**src/soc_params.svh**
```systemverilog
// Peripheral subsystem parameters
`ifndef SOC_PARAMS_SVH
`define SOC_PARAMS_SVH

// Upper address half of the peripheral window
`define SOC_APB_BASE      16'h1006

// Slot indices, decoded from address bits 15:12
`define SOC_SLOT_GPIO     0
`define SOC_SLOT_IRQ      1
`define SOC_SLOT_PNP      2
`define SOC_SLOT_TOTAL    3

// Pin and interrupt counts
`define SOC_GPIO_WIDTH    12
`define SOC_EXT_IRQ_WIDTH 4
`define SOC_IRQ_TOTAL     16

// Identity codes reported by the PnP table
`define SOC_HW_ID         32'h5e1f_0a01
`define SOC_VENDOR_ID     16'h00f1
`define SOC_DEV_GPIO      16'h0060
`define SOC_DEV_IRQ       16'h0061
`define SOC_DEV_PNP       16'h0062

`endif

```
**src/soc_pkg.sv**
```systemverilog
// Peripheral bus types
`include "soc_params.svh"

package soc_pkg;

  // APB request to one slave
  // Offset only, the bridge strips the window and slot bits
  typedef struct packed {
    logic        psel;
    logic        penable;
    logic        pwrite;
    logic [11:0] paddr;
    logic [31:0] pwdata;
  } apb_in_t;

  // APB response from one slave
  typedef struct packed {
    logic [31:0] prdata;
    logic        pready;
  } apb_out_t;

  // Address range of one slot
  typedef struct packed {
    logic [31:0] addr_start;
    logic [31:0] addr_end;
  } mapinfo_t;

  // Slot descriptor as listed by the PnP table
  typedef struct packed {
    logic [15:0] vendor;
    logic [15:0] device;
    logic [31:0] addr_start;
    logic [31:0] addr_end;
  } dev_cfg_t;

  // Single word host request
  typedef struct packed {
    logic        we;
    logic [31:0] addr;
    logic [31:0] wdata;
  } host_req_t;

  // Host response, err set on unmapped access
  typedef struct packed {
    logic        err;
    logic [31:0] rdata;
  } host_resp_t;

  // Per slot vectors
  typedef apb_in_t  [`SOC_SLOT_TOTAL-1:0] apb_in_vec_t;
  typedef apb_out_t [`SOC_SLOT_TOTAL-1:0] apb_out_vec_t;
  typedef mapinfo_t [`SOC_SLOT_TOTAL-1:0] mapinfo_vec_t;
  typedef dev_cfg_t [`SOC_SLOT_TOTAL-1:0] dev_cfg_vec_t;

endpackage

```
**src/apb_bridge.sv**
```systemverilog
// Host to APB bridge
`include "soc_params.svh"

module apb_bridge
(
  input  logic                  i_clk,
  input  logic                  i_rst_n,
  // Host strobe port
  input  logic                  i_req,
  input  soc_pkg::host_req_t    i_host,
  output logic                  o_busy,
  output logic                  o_resp_valid,
  output soc_pkg::host_resp_t   o_resp,
  // APB slots
  output soc_pkg::apb_in_vec_t  o_apbi,
  input  soc_pkg::apb_out_vec_t i_apbo,
  output soc_pkg::mapinfo_vec_t o_mapinfo
);

  import soc_pkg::*;

  localparam int SLOT_W = $clog2(`SOC_SLOT_TOTAL);

  typedef enum logic [1:0] {
    ST_IDLE,
    ST_SETUP,
    ST_ACCESS
  } state_e;

  state_e                     r_state;
  logic                       r_resp_valid;
  host_req_t                  r_req;
  host_resp_t                 r_resp;
  logic                       r_hit;
  logic [SLOT_W-1:0]          r_slot;
  logic                       w_accept;
  logic                       w_hit;
  logic [`SOC_SLOT_TOTAL-1:0] w_psel;

  //////////////////////////////
  // Request decode

  // Window match and slot inside the populated range
  assign w_hit = (i_host.addr[31:16] == `SOC_APB_BASE)
              && (i_host.addr[15:12] < 4'(`SOC_SLOT_TOTAL));
  // Busy until the response pulse has been seen
  assign o_busy   = (r_state != ST_IDLE) || r_resp_valid;
  assign w_accept = i_req && !o_busy;

  // Idle, setup, access, then back to idle with the response
  always_ff @(posedge i_clk)
  begin
    if (!i_rst_n)
    begin
      r_state      <= ST_IDLE;
      r_resp_valid <= 1'b0;
    end
    else
    begin
      r_resp_valid <= 1'b0;
      case (r_state)
        ST_IDLE:
          if (w_accept)
            r_state <= ST_SETUP;
        ST_SETUP:
          r_state <= ST_ACCESS;
        ST_ACCESS:
        begin
          r_state      <= ST_IDLE;
          r_resp_valid <= 1'b1;
        end
        default:
          r_state <= ST_IDLE;
      endcase
    end
  end

  // Request held for the whole transfer
  // Response data taken at the end of access
  always_ff @(posedge i_clk)
  begin
    if (w_accept)
    begin
      r_req  <= i_host;
      r_hit  <= w_hit;
      r_slot <= i_host.addr[12 +: SLOT_W];
    end
    if (r_state == ST_ACCESS)
    begin
      r_resp.err   <= !(r_hit && i_apbo[r_slot].pready);
      r_resp.rdata <= r_hit ? i_apbo[r_slot].prdata : 32'h0;
    end
  end

  assign o_resp_valid = r_resp_valid;
  assign o_resp       = r_resp;

  //////////////////////////////
  // Slot outputs and address map

  for (genvar i = 0; i < `SOC_SLOT_TOTAL; i++)
  begin : g_slot
    // Only the decoded slot sees psel
    assign w_psel[i]         = (r_state != ST_IDLE) && r_hit && (r_slot == SLOT_W'(i));
    assign o_apbi[i].psel    = w_psel[i];
    assign o_apbi[i].penable = w_psel[i] && (r_state == ST_ACCESS);
    assign o_apbi[i].pwrite  = r_req.we;
    assign o_apbi[i].paddr   = r_req.addr[11:0];
    assign o_apbi[i].pwdata  = r_req.wdata;
    // 4 KB per slot
    assign o_mapinfo[i].addr_start = {`SOC_APB_BASE, 4'(i), 12'h000};
    assign o_mapinfo[i].addr_end   = {`SOC_APB_BASE, 4'(i), 12'hfff};

    // A slot in setup reaches access on the next edge
    assert property (@(posedge i_clk) disable iff (!i_rst_n)
      (o_apbi[i].psel && !o_apbi[i].penable) |=> (o_apbi[i].psel && o_apbi[i].penable));
  end

  // Never more than one slot selected
  assert property (@(posedge i_clk) disable iff (!i_rst_n) $onehot0(w_psel));

endmodule

```
**src/apb_gpio.sv**
```systemverilog
// GPIO controller
`include "soc_params.svh"

module apb_gpio
(
  input  logic                       i_clk,
  input  logic                       i_rst_n,
  input  soc_pkg::mapinfo_t          i_mapinfo,
  output soc_pkg::dev_cfg_t          o_cfg,
  input  soc_pkg::apb_in_t           i_apbi,
  output soc_pkg::apb_out_t          o_apbo,
  // Pins
  input  logic [`SOC_GPIO_WIDTH-1:0] i_gpio,
  output logic [`SOC_GPIO_WIDTH-1:0] o_gpio,
  output logic [`SOC_GPIO_WIDTH-1:0] o_gpio_dir,
  // Per pin pending
  output logic [`SOC_GPIO_WIDTH-1:0] o_irq
);

  localparam int GW = `SOC_GPIO_WIDTH;

  logic [GW-1:0] r_dir;
  logic [GW-1:0] r_out;
  logic [GW-1:0] r_ie;
  logic [GW-1:0] r_pend;
  logic [GW-1:0] r_sync1;
  logic [GW-1:0] r_sync2;
  logic [GW-1:0] r_prev;
  logic [GW-1:0] w_rise;
  logic [GW-1:0] w_clr;
  logic          w_wr;
  logic [31:0]   vb_rdata;

  // Own descriptor
  assign o_cfg.vendor     = `SOC_VENDOR_ID;
  assign o_cfg.device     = `SOC_DEV_GPIO;
  assign o_cfg.addr_start = i_mapinfo.addr_start;
  assign o_cfg.addr_end   = i_mapinfo.addr_end;

  //////////////////////////////
  // Register section

  // Writes land at the end of access
  assign w_wr  = i_apbi.psel && i_apbi.penable && i_apbi.pwrite;
  // Write 1 to clear pending
  assign w_clr = (w_wr && (i_apbi.paddr == 12'h010)) ? i_apbi.pwdata[GW-1:0] : '0;

  always_comb
  begin
    vb_rdata = '0;
    case (i_apbi.paddr)
      12'h000: vb_rdata[GW-1:0] = r_dir;
      12'h004: vb_rdata[GW-1:0] = r_out;
      12'h008: vb_rdata[GW-1:0] = r_sync2;
      12'h00c: vb_rdata[GW-1:0] = r_ie;
      12'h010: vb_rdata[GW-1:0] = r_pend;
      default: vb_rdata = '0;
    endcase
  end

  assign o_apbo.prdata = vb_rdata;
  assign o_apbo.pready = i_apbi.psel && i_apbi.penable;

  //////////////////////////////
  // Pin logic

  // Two flop synchroniser, third flop for edge detect
  assign w_rise = r_sync2 & ~r_prev;

  always_ff @(posedge i_clk)
  begin
    if (!i_rst_n)
    begin
      r_dir   <= '0;
      r_out   <= '0;
      r_ie    <= '0;
      r_pend  <= '0;
      r_sync1 <= '0;
      r_sync2 <= '0;
      r_prev  <= '0;
    end
    else
    begin
      r_sync1 <= i_gpio;
      r_sync2 <= r_sync1;
      r_prev  <= r_sync2;
      if (w_wr)
      begin
        case (i_apbi.paddr)
          12'h000: r_dir <= i_apbi.pwdata[GW-1:0];
          12'h004: r_out <= i_apbi.pwdata[GW-1:0];
          12'h00c: r_ie  <= i_apbi.pwdata[GW-1:0];
          default: ;
        endcase
      end
      // Only enabled pins latch an edge
      r_pend <= (r_pend & ~w_clr) | (w_rise & r_ie);
    end
  end

  // Output driven only where the direction bit selects output
  assign o_gpio     = r_out & r_dir;
  assign o_gpio_dir = r_dir;
  assign o_irq      = r_pend;

  // New pending bits only for pins enabled at the time
  assert property (@(posedge i_clk) disable iff (!i_rst_n)
    ((r_pend & ~$past(r_pend)) & ~$past(r_ie)) == '0);

endmodule

```
**src/apb_irqctrl.sv**
```systemverilog
// Interrupt controller
`include "soc_params.svh"

module apb_irqctrl
(
  input  logic                      i_clk,
  input  logic                      i_rst_n,
  input  soc_pkg::mapinfo_t         i_mapinfo,
  output soc_pkg::dev_cfg_t         o_cfg,
  input  soc_pkg::apb_in_t          i_apbi,
  output soc_pkg::apb_out_t         o_apbo,
  // GPIO lines low, external lines high
  input  logic [`SOC_IRQ_TOTAL-1:0] i_irq_src,
  output logic                      o_irq
);

  localparam int IW = `SOC_IRQ_TOTAL;

  logic [IW-1:0] r_pend;
  logic [IW-1:0] r_ie;
  logic [IW-1:0] w_active;
  logic [IW-1:0] w_clr;
  logic          w_wr;
  logic [31:0]   vb_claim;
  logic [31:0]   vb_rdata;

  // Own descriptor
  assign o_cfg.vendor     = `SOC_VENDOR_ID;
  assign o_cfg.device     = `SOC_DEV_IRQ;
  assign o_cfg.addr_start = i_mapinfo.addr_start;
  assign o_cfg.addr_end   = i_mapinfo.addr_end;

  //////////////////////////////
  // Register section

  assign w_wr  = i_apbi.psel && i_apbi.penable && i_apbi.pwrite;
  assign w_clr = (w_wr && (i_apbi.paddr == 12'h000)) ? i_apbi.pwdata[IW-1:0] : '0;

  always_comb
  begin
    vb_rdata = '0;
    case (i_apbi.paddr)
      12'h000: vb_rdata[IW-1:0] = r_pend;
      12'h004: vb_rdata[IW-1:0] = r_ie;
      // Claim is a plain read, nothing is acknowledged
      12'h008: vb_rdata = vb_claim;
      default: vb_rdata = '0;
    endcase
  end

  assign o_apbo.prdata = vb_rdata;
  assign o_apbo.pready = i_apbi.psel && i_apbi.penable;

  always_ff @(posedge i_clk)
  begin
    if (!i_rst_n)
    begin
      r_pend <= '0;
      r_ie   <= '0;
    end
    else
    begin
      if (w_wr && (i_apbi.paddr == 12'h004))
        r_ie <= i_apbi.pwdata[IW-1:0];
      // A source still high wins over the clear
      r_pend <= (r_pend & ~w_clr) | i_irq_src;
    end
  end

  //////////////////////////////
  // Interrupt logic

  assign w_active = r_pend & r_ie;

  // Lowest active index plus one, zero when idle
  always_comb
  begin
    vb_claim = '0;
    for (int i = IW - 1; i >= 0; i--)
    begin
      if (w_active[i])
        vb_claim = 32'(i + 1);
    end
  end

  assign o_irq = |w_active;

  // No interrupt while every source is masked
  assert property (@(posedge i_clk) disable iff (!i_rst_n)
    (r_ie == '0) |-> !o_irq);

endmodule

```
**src/apb_pnp.sv**
```systemverilog
// Plug-and-play table
`include "soc_params.svh"

module apb_pnp
(
  input  logic                  i_clk,
  input  logic                  i_rst_n,
  input  soc_pkg::mapinfo_t     i_mapinfo,
  output soc_pkg::dev_cfg_t     o_cfg,
  input  soc_pkg::apb_in_t      i_apbi,
  output soc_pkg::apb_out_t     o_apbo,
  // Descriptors of all slots, this one included
  input  soc_pkg::dev_cfg_vec_t i_cfg
);

  logic [31:0] r_rdata;
  logic [31:0] vb_rdata;
  logic [7:0]  vb_row;
  logic [7:0]  vb_idx;

  // Own descriptor, fed back through i_cfg at the top level
  assign o_cfg.vendor     = `SOC_VENDOR_ID;
  assign o_cfg.device     = `SOC_DEV_PNP;
  assign o_cfg.addr_start = i_mapinfo.addr_start;
  assign o_cfg.addr_end   = i_mapinfo.addr_end;

  // Row 0 is the header, row 1 + n describes slot n
  always_comb
  begin
    vb_rdata = '0;
    vb_row   = i_apbi.paddr[11:4];
    vb_idx   = vb_row - 8'd1;
    if (vb_row == 8'd0)
    begin
      case (i_apbi.paddr[3:2])
        2'd0:    vb_rdata = `SOC_HW_ID;
        2'd1:    vb_rdata = 32'(`SOC_SLOT_TOTAL);
        default: vb_rdata = '0;
      endcase
    end
    else if (vb_row <= 8'(`SOC_SLOT_TOTAL))
    begin
      case (i_apbi.paddr[3:2])
        2'd0:    vb_rdata = i_cfg[vb_idx].addr_start;
        2'd1:    vb_rdata = i_cfg[vb_idx].addr_end;
        2'd2:    vb_rdata = {i_cfg[vb_idx].vendor, i_cfg[vb_idx].device};
        default: vb_rdata = '0;
      endcase
    end
  end

  // Captured in setup, steady through access
  // Writes have no effect on the table
  always_ff @(posedge i_clk)
  begin
    if (!i_rst_n)
      r_rdata <= '0;
    else if (i_apbi.psel && !i_apbi.penable)
      r_rdata <= vb_rdata;
  end

  assign o_apbo.prdata = r_rdata;
  assign o_apbo.pready = i_apbi.psel && i_apbi.penable;

endmodule

```
**src/soc_periph.sv**
```systemverilog
// Peripheral subsystem top level
`include "soc_params.svh"

module soc_periph
(
  input  logic                          i_sys_clk,
  input  logic                          i_rst_n,
  // Host strobe port
  input  logic                          i_req,
  input  soc_pkg::host_req_t            i_host,
  output logic                          o_busy,
  output logic                          o_resp_valid,
  output soc_pkg::host_resp_t           o_resp,
  // GPIO pins
  input  logic [`SOC_GPIO_WIDTH-1:0]    i_gpio,
  output logic [`SOC_GPIO_WIDTH-1:0]    o_gpio,
  output logic [`SOC_GPIO_WIDTH-1:0]    o_gpio_dir,
  // Interrupts
  input  logic [`SOC_EXT_IRQ_WIDTH-1:0] i_ext_irq,
  output logic                          o_irq
);

  import soc_pkg::*;

  apb_in_vec_t                 apbi;
  wire apb_out_vec_t           apbo;
  mapinfo_vec_t                bus1_mapinfo;
  wire dev_cfg_vec_t           dev_pnp;
  logic [`SOC_GPIO_WIDTH-1:0]  wb_irq_gpio;
  logic [`SOC_IRQ_TOTAL-1:0]   wb_irq_src;

  //////////////////////////////
  // Bridge, slot 0x1006_x000 decode
  apb_bridge bus1 (
    .i_clk(i_sys_clk),
    .i_rst_n(i_rst_n),
    .i_req(i_req),
    .i_host(i_host),
    .o_busy(o_busy),
    .o_resp_valid(o_resp_valid),
    .o_resp(o_resp),
    .o_apbi(apbi),
    .i_apbo(apbo),
    .o_mapinfo(bus1_mapinfo)
  );

  //////////////////////////////
  // GPIO at slot 0
  apb_gpio gpio0 (
    .i_clk(i_sys_clk),
    .i_rst_n(i_rst_n),
    .i_mapinfo(bus1_mapinfo[`SOC_SLOT_GPIO]),
    .o_cfg(dev_pnp[`SOC_SLOT_GPIO]),
    .i_apbi(apbi[`SOC_SLOT_GPIO]),
    .o_apbo(apbo[`SOC_SLOT_GPIO]),
    .i_gpio(i_gpio),
    .o_gpio(o_gpio),
    .o_gpio_dir(o_gpio_dir),
    .o_irq(wb_irq_gpio)
  );

  // GPIO pending in bits 11:0, external lines in 15:12
  assign wb_irq_src = {i_ext_irq, wb_irq_gpio};

  //////////////////////////////
  // Interrupt controller at slot 1
  apb_irqctrl irq0 (
    .i_clk(i_sys_clk),
    .i_rst_n(i_rst_n),
    .i_mapinfo(bus1_mapinfo[`SOC_SLOT_IRQ]),
    .o_cfg(dev_pnp[`SOC_SLOT_IRQ]),
    .i_apbi(apbi[`SOC_SLOT_IRQ]),
    .o_apbo(apbo[`SOC_SLOT_IRQ]),
    .i_irq_src(wb_irq_src),
    .o_irq(o_irq)
  );

  //////////////////////////////
  // PnP table at slot 2, reads back every descriptor
  apb_pnp pnp0 (
    .i_clk(i_sys_clk),
    .i_rst_n(i_rst_n),
    .i_mapinfo(bus1_mapinfo[`SOC_SLOT_PNP]),
    .o_cfg(dev_pnp[`SOC_SLOT_PNP]),
    .i_apbi(apbi[`SOC_SLOT_PNP]),
    .o_apbo(apbo[`SOC_SLOT_PNP]),
    .i_cfg(dev_pnp)
  );

endmodule

```
**config.mk**
```make
export PLATFORM = sky130hd
export DESIGN_NAME = soc_periph
export DESIGN_NICKNAME = d
export VERILOG_FILES = /design/src/soc_pkg.sv /design/src/apb_bridge.sv /design/src/apb_gpio.sv /design/src/apb_irqctrl.sv /design/src/apb_pnp.sv /design/src/soc_periph.sv
export VERILOG_INCLUDE_DIRS = /design/src
export SDC_FILE = /design/constraint.sdc
export NUM_CORES = 1
export LEC_CHECK = 0
export ABC_CLOCK_PERIOD_IN_PS = 3200
export BUFFER_PORTS_ARGS = -buffer_cell sky130_fd_sc_hd__buf_4
export CAP_MARGIN = 20
export CORE_ASPECT_RATIO = 1.4
export CORE_MARGIN = 5
export CORE_UTILIZATION = 35
export DETAILED_ROUTE_END_ITERATION = 16
export GPL_ROUTABILITY_DRIVEN = 1
export HOLD_SLACK_MARGIN = 0.06
export PLACE_DENSITY = 0.56
export SYNTH_ARGS = -nofsm -noshare
export SYNTH_HDL_FRONTEND = slang
export SYNTH_SLANG_ARGS = --single-unit
```
**constraint.sdc**
```tcl
create_clock -name i_sys_clk -period 3.2 [get_ports i_sys_clk]
set_input_delay 0.64 -clock i_sys_clk [delete_from_list [all_inputs] [get_ports i_sys_clk]]
set_output_delay 0.64 -clock i_sys_clk [all_outputs]
set_load 0.1 [all_outputs]
```
==> run_results.csv, run 1 <==
group,metric,value,unit
detailed_routing,wire_per_inst,17.2,microns
layout,antennaDiodeCount,0,
synth,synth_ff_type,"dfxtp_1",
place,portBuffers,127,
global_routing,grt-ovfl-total,0,
synth,synth_nets,871,
critical_path,r2r_cells,6,
power_and_ir_drop,power_density,507,nW/um^2
timing,worstMarginPinSlew,909,ps
timing,finalSetupViolCount,0,
place,hpwl,14.8,mm
critical_path,path_class,"reg -> reg",
power_and_ir_drop,p_leak,3.49,nW
synth,ys_types,62,
synth,synth-warning-count,0,
critical_path,startpoint_type,"register",
critical_path,critPathMaxFanout,11,
cts,cts_tree,"yes",
critical_path,critPathCaptureType,"register",
cts,htree_levels,4,
critical_path,cp.arrival,3040,ps
timing,fin_tns_setup,0,ps
synth,synth_area,7870,sq um
synth,yosysSeqAreaShare,53.7,%
global_routing,grt_max_degree,131,
global_routing,antenna_found_initial,0,
detailed_routing,drt_wl_total,20.9,mm
layout,fillers,2165,
layout,final_layout_size_suffix_gt1_share,22.0,%
timing,rsz0062_at_grt,"false",
die,placementRows,65,
cts,cts_num_sinks,184,
die,start_util,35.2,%
layout,final_cell_mix,"nand2_1 (153), buf_4 (145), dfxtp_1 (130)",
cts,clockBufferDepth,2,
die,die_w,137,microns
critical_path,reg2reg_setup_slack,460,ps
cts,clk_pin_slew,70,ps
synth,synthArstFlopShare,0,%
die,pin_count,144,
timing,whs,381,ps
critical_path,worst_ep_required_time,3500,ps
worst_hold_path,hold_path_class,"in -> reg",
critical_path,r2r-start,"bus1.o_apbi[37]",
critical_path,crit_end,"bus1.o_resp[3]",
timing,final_max_slew_viol_count,0,
timing,clock_skew,6.49,ps
cts,cts-root-buf,"clkbuf_16",
global_routing,grt_pass1_wl,33.2,mm
detailed_routing,num_vias,6047,
detailed_routing,viasPerCell,4.99,
global_routing,grt_pass1_vias,6004,
layout,syn2layout_area_growth,23.0,%
job,drv_cap,0,
timing,period_minus_slack,2740,ps
timing,layout_worst_path_cycle_share,85.5,%
cts,cts_buffers,17,
synth,synthCells,787,
run_status,status,"finished clean",
synth,synth.avg_cell_area,10.0,sq um
timing,slew_headroom,39.4,%
detailed_routing,ant_nets,0,
place,gp_congestion,0.838,
detailed_routing,drc_errors,0,
worst_hold_path,holdPathStages,1,
timing,fmax,365,MHz
die,fp.dieH,187,microns
timing,hold_viol,0,
detailed_routing,dr.first_iter.drc_count,408,
cts,clk-insertion-delay-late,430,ps
die,core_area,22400,sq um
layout,fin_nets,982,
critical_path,crit_start,"bus1.o_apbi[37]",
critical_path,r2r_end,"bus1.o_resp[3]",
layout,multi_input_area,3320,sq um
cts,cts_resized,0,
global_routing,grt_usage,16.7,%
power_and_ir_drop,ir_drop,335,uV
cts,cts_hold_buf,0,
synth,synth_edf_count,54,
die,die-area,25600,sq um
detailed_routing,drt_pre_antenna_iters,6,
layout,final_common_cell,"nand2_1",
layout,register_area,4220,sq um
synth,synth_seq_cells,184,
cts,post-cts-setup-buffers,0,
## per-layer routing
layer | wire, microns | GRT usage (%) | share of wire (%) | vias up
met3 | 982 | 3.15 | 4.7 | 27
met5 | 0 | 0 | 0 | -
met2 | 10600 | 28.3 | 51 | 163
met1 | 8830 | 21.0 | 42 | 2859
li1 | - | - | - | 2998
met4 | 447 | 5.93 | 2.1 | 0
## where the power goes
part | switching (mW) | internal, mW
clock | 0.919 | 1.17
combinational | 0.183 | 0.122
sequential | 0.0549 | 2.46
## critical path, cell delays in order, from the launching register on
cell	delay, ps
edfxtp_1	520
or4_1	820
nor3_4	490
nand4_1	150
buf_4	210
o32ai_1	290
a21o_1	120
## cells in the mapped netlist, drive strengths merged (11+ instances only)
cell type / instances / area (sq um)
a21boi: 77 / 578
inv: 16 / 60.1
dfxtp: 130 / 2600
a22oi: 11 / 82.6
nand2: 153 / 574
nor2: 21 / 78.8
clkbuf: 28 / 105
edfxtp: 54 / 1620
and2: 58 / 363
a32oi: 11 / 96.3
o21ai: 19 / 95.1
o21a: 16 / 120
mux2i: 13 / 130
buf: 26 / 164
nand3: 21 / 105
nor2b: 18 / 113
## sequential cells by signal, indices dropped and copies added, names as in the netlist
register	cells
bus1.o_apbi	29
bus1.o_resp	22
gpio0.r_sync2	12
bus1.r_state	2
gpio0.o_gpio_dir	12
gpio0.o_irq	12
bus1.r_hit	1
gpio0.r_sync1	12
gpio0.r_ie	12
gpio0.r_out	12
irq0.r_ie	16
pnp0.r_rdata	11
bus1.o_resp_valid	1
gpio0.r_prev	12
bus1.r_slot	2
irq0.r_pend	16
## kinds of logic (layout without fill, tap and decap cells)
group / after synthesis / count (layout) / synth area share, %
DFF: 184 / 184 / 53.7
muxes: 19 / 19 / 2.94
xor gates and xnor gates: 2 / 2 / 0.223
AOI/OAI and AO/OA: 188 / 188 / 17.5
buffers and inverters: 70 / 194 / 4.18
and+or+nand+nor: 323 / 323 / 21.4
other: 1 / 1 / 0.0477
## cell type report
cell class / count / area share, %
well taps: 301 / 3.89
clock buffers: 20 / 4.94
multi-input cells: 533 / 34.3
inverters: 16 / 0.621
flip-flops and latches: 184 / 43.7
repair buffers: 146 / 11.5
clock inverters: 12 / 1.15
## stage by stage
step | setup WS [ps] | total power, mW | instances | area (sq um) | util (%)
2_1_floorplan | 343 | 2.74 | 787 | 7870 | -
5_1_grt | 328 | 5.08 | 1212 | 9680 | 43.3
3_3_place_gp | 540 | 2.87 | 1180 | 9090 | 40.6
3_5_place_dp | 490 | 2.88 | 1180 | 9090 | 40.6
6_report | 463 | 4.91 | 1212 | 9680 | 43.3
4_1_cts | 452 | 4.96 | 1212 | 9680 | 43.3
## worst min-delay path by stage
| stage | from | end | slack, ps |
|---|---|---|---|
| floorplan | gpio0.r_sync1[0] | gpio0.r_sync2[0] | 410 |
| global placement | gpio0.r_sync1[8] | gpio0.r_sync2[8] | 420 |
| detailed placement | gpio0.r_sync1[4] | gpio0.r_sync2[4] | 420 |
| CTS | i_host[2] | bus1.o_apbi[2] | 360 |
| global route | i_host[3] | bus1.o_apbi[3] | 360 |
| finish | i_host[32] | bus1.o_apbi[32] | 380 |
No activity file was read; power rests on OpenSTA's default activity.
==> inputs of run 2 (changes only) <==
--- a/config.mk
+++ b/config.mk
@@ -7,7 +7,7 @@
 export NUM_CORES = 1
 export LEC_CHECK = 0
 export ABC_CLOCK_PERIOD_IN_PS = 3200
-export BUFFER_PORTS_ARGS = -buffer_cell sky130_fd_sc_hd__buf_4
+export BUFFER_PORTS_ARGS = -buffer_cell sky130_fd_sc_hd__buf_2
 export CAP_MARGIN = 20
 export CORE_ASPECT_RATIO = 1.4
 export CORE_MARGIN = 5
==> run_results.csv, run 2 (same netlist as run 1, synthesis figures left out) <==
group,metric,value,unit
run_status,status,"finished clean",
critical_path,r2r-start,"bus1.o_apbi[37]",
cts,cts_hold_buf,0,
cts,clk_pin_slew,80,ps
detailed_routing,wire_per_inst,17.0,microns
cts,clk-insertion-delay-late,450,ps
timing,finalSetupViolCount,0,
die,pin_count,144,
power_and_ir_drop,power_density,520,nW/um^2
critical_path,cpMaxStageDelayCell,"nor4_1",
die,die-area,25600,sq um
critical_path,critical_path.max_stage_delay,480,ps
worst_hold_path,holdPathStages,1,
power_and_ir_drop,p_leak,3.42,nW
global_routing,grt-ovfl-total,0,
job,drv_cap,0,
critical_path,critPathMaxFanout,4,
layout,final_cell_mix,"nand2_1 (153), dfxtp_1 (130), buf_2 (127)",
global_routing,grt_usage,16.7,%
layout,syn2layout_area_growth,19.1,%
critical_path,path_class,"reg -> out",
critical_path,critPathTopFamily,"simple AND/OR/NAND/NOR gates",
worst_hold_path,hold_path_class,"in -> reg",
layout,fin_util,41.9,%
layout,largest_register_ffs,29,
critical_path,startpoint_type,"register",
power_and_ir_drop,total_power,4.87,mW
timing,period_minus_slack,2710,ps
cts,cts_tree,"yes",
cts,cts_resized,0,
detailed_routing,ant_nets,0,
layout,antennaDiodeCount,0,
critical_path,crit_buf_inv,1,
timing,setup_slack,485,ps
cts,htree_levels,4,
cts,cts-root-buf,"clkbuf_16",
cts,clockBufferDepth,2,
critical_path,worst_ep_required_time,2560,ps
die,start_util,35.2,%
place,pre_cts_ws,591,ps
critical_path,cp.arrival,2070,ps
timing,fin_tns_setup,0,ps
timing,final_max_slew_viol_count,0,
global_routing,antenna_found_initial,0,
layout,final_common_cell,"nand2_1",
layout,final_layout_size_suffix_gt1_share,22.1,%
layout,fillers,2204,
layout,fin_nets,985,
timing,fmax,368,MHz
die,core_area,22400,sq um
place,hpwl,14.8,mm
place,portBuffers,127,
critical_path,reg2reg_setup_slack,580,ps
timing,hold_viol,0,
global_routing,grt_pass1_wl,33.2,mm
critical_path,crit_chain,"a22o_1 > nor4_1 > nand4_1 > buf_2",
timing,clock_skew,21.1,ps
die,fp.dieH,187,microns
worst_hold_path,min-delay-start,"i_host[6]",
detailed_routing,drt_wl_total,20.6,mm
detailed_routing,dr.first_iter.drc_count,470,
worst_hold_path,whs_endpoint,"bus1.o_apbi[6]",
critical_path,r2r_end,"bus1.o_resp[0]",
place,gp_congestion,0.843,
timing,whs,358,ps
cts,post-cts-setup-buffers,0,
detailed_routing,viasPerCell,4.87,
detailed_routing,num_vias,5915,
global_routing,grt_pass1_vias,6054,
die,placementRows,65,
power_and_ir_drop,ir_drop,372,uV
critical_path,r2r_cells,5,
critical_path,critPathCaptureType,"output pin",
detailed_routing,drc_errors,0,
timing,rsz0062_at_grt,"false",
die,die_w,137,microns
global_routing,grt_max_degree,131,
cts,cts_buffers,17,
timing,layout_worst_path_cycle_share,84.8,%
timing,slew_headroom,37.9,%
detailed_routing,drt_pre_antenna_iters,4,
timing,worstMarginPinSlew,932,ps
cts,cts_num_sinks,184,
==> run 2: metrics by stage <==
stage	instance area, sq um	instances
global placement	8790	1183
finish	9370	1215
global route	9370	1215
floorplan	7870	787
CTS	9370	1215
detailed placement	8790	1183
==> run 2: routing by layer <==
layer  part of all wire [%]  track usage (%)
met2                     52             28.5
met1                     42             20.9
met5                      0                0
met4                    1.6             5.78
met3                    4.4             3.28
==> run 2: power by group <==
part	total, mW	leakage (nW)	switching [mW]	internal [mW]
Clock	2.08	0.285	1.03	1.05
Combinational	0.276	1.56	0.181	0.0948
Sequential	2.51	1.57	0.0565	2.46
Total	4.87	3.42	1.27	3.60
==> run 2: final cells by class <==
cell class | count | area, sq um | area share [%]
sequential | 184 | 4220 | 45.1
clock inverter | 14 | 145 | 1.55
multi-input combinational | 533 | 3320 | 35.4
timing repair buffer | 149 | 813 | 8.68
tap | 301 | 377 | 4.02
clock buffer | 18 | 429 | 4.58
inverter | 16 | 60.1 | 0.641
==> run 2: worst register-to-register path: cells and delay by family (launching register included) <==
kind | cells | cell delay, ps
and+or+nand+nor | 2 | 1470
DFF | 1 | 520
AOI/OAI and AO/OA | 3 | 510
==> run 2: worst max-delay path by stage <==
stage                          from         endpoint  slack [ps]  cells past startpoint
finish               irq0.r_pend[8]            o_irq         490                      4
CTS                  irq0.r_pend[8]            o_irq         470                      4
floorplan           bus1.r_state[1]    gpio0.r_ie[1]         340                      6
global route         irq0.r_pend[8]            o_irq         350                      4
detailed placement  bus1.o_apbi[37]  bus1.o_resp[11]         590                      5
global placement    bus1.o_apbi[37]  bus1.o_resp[11]         600                      5
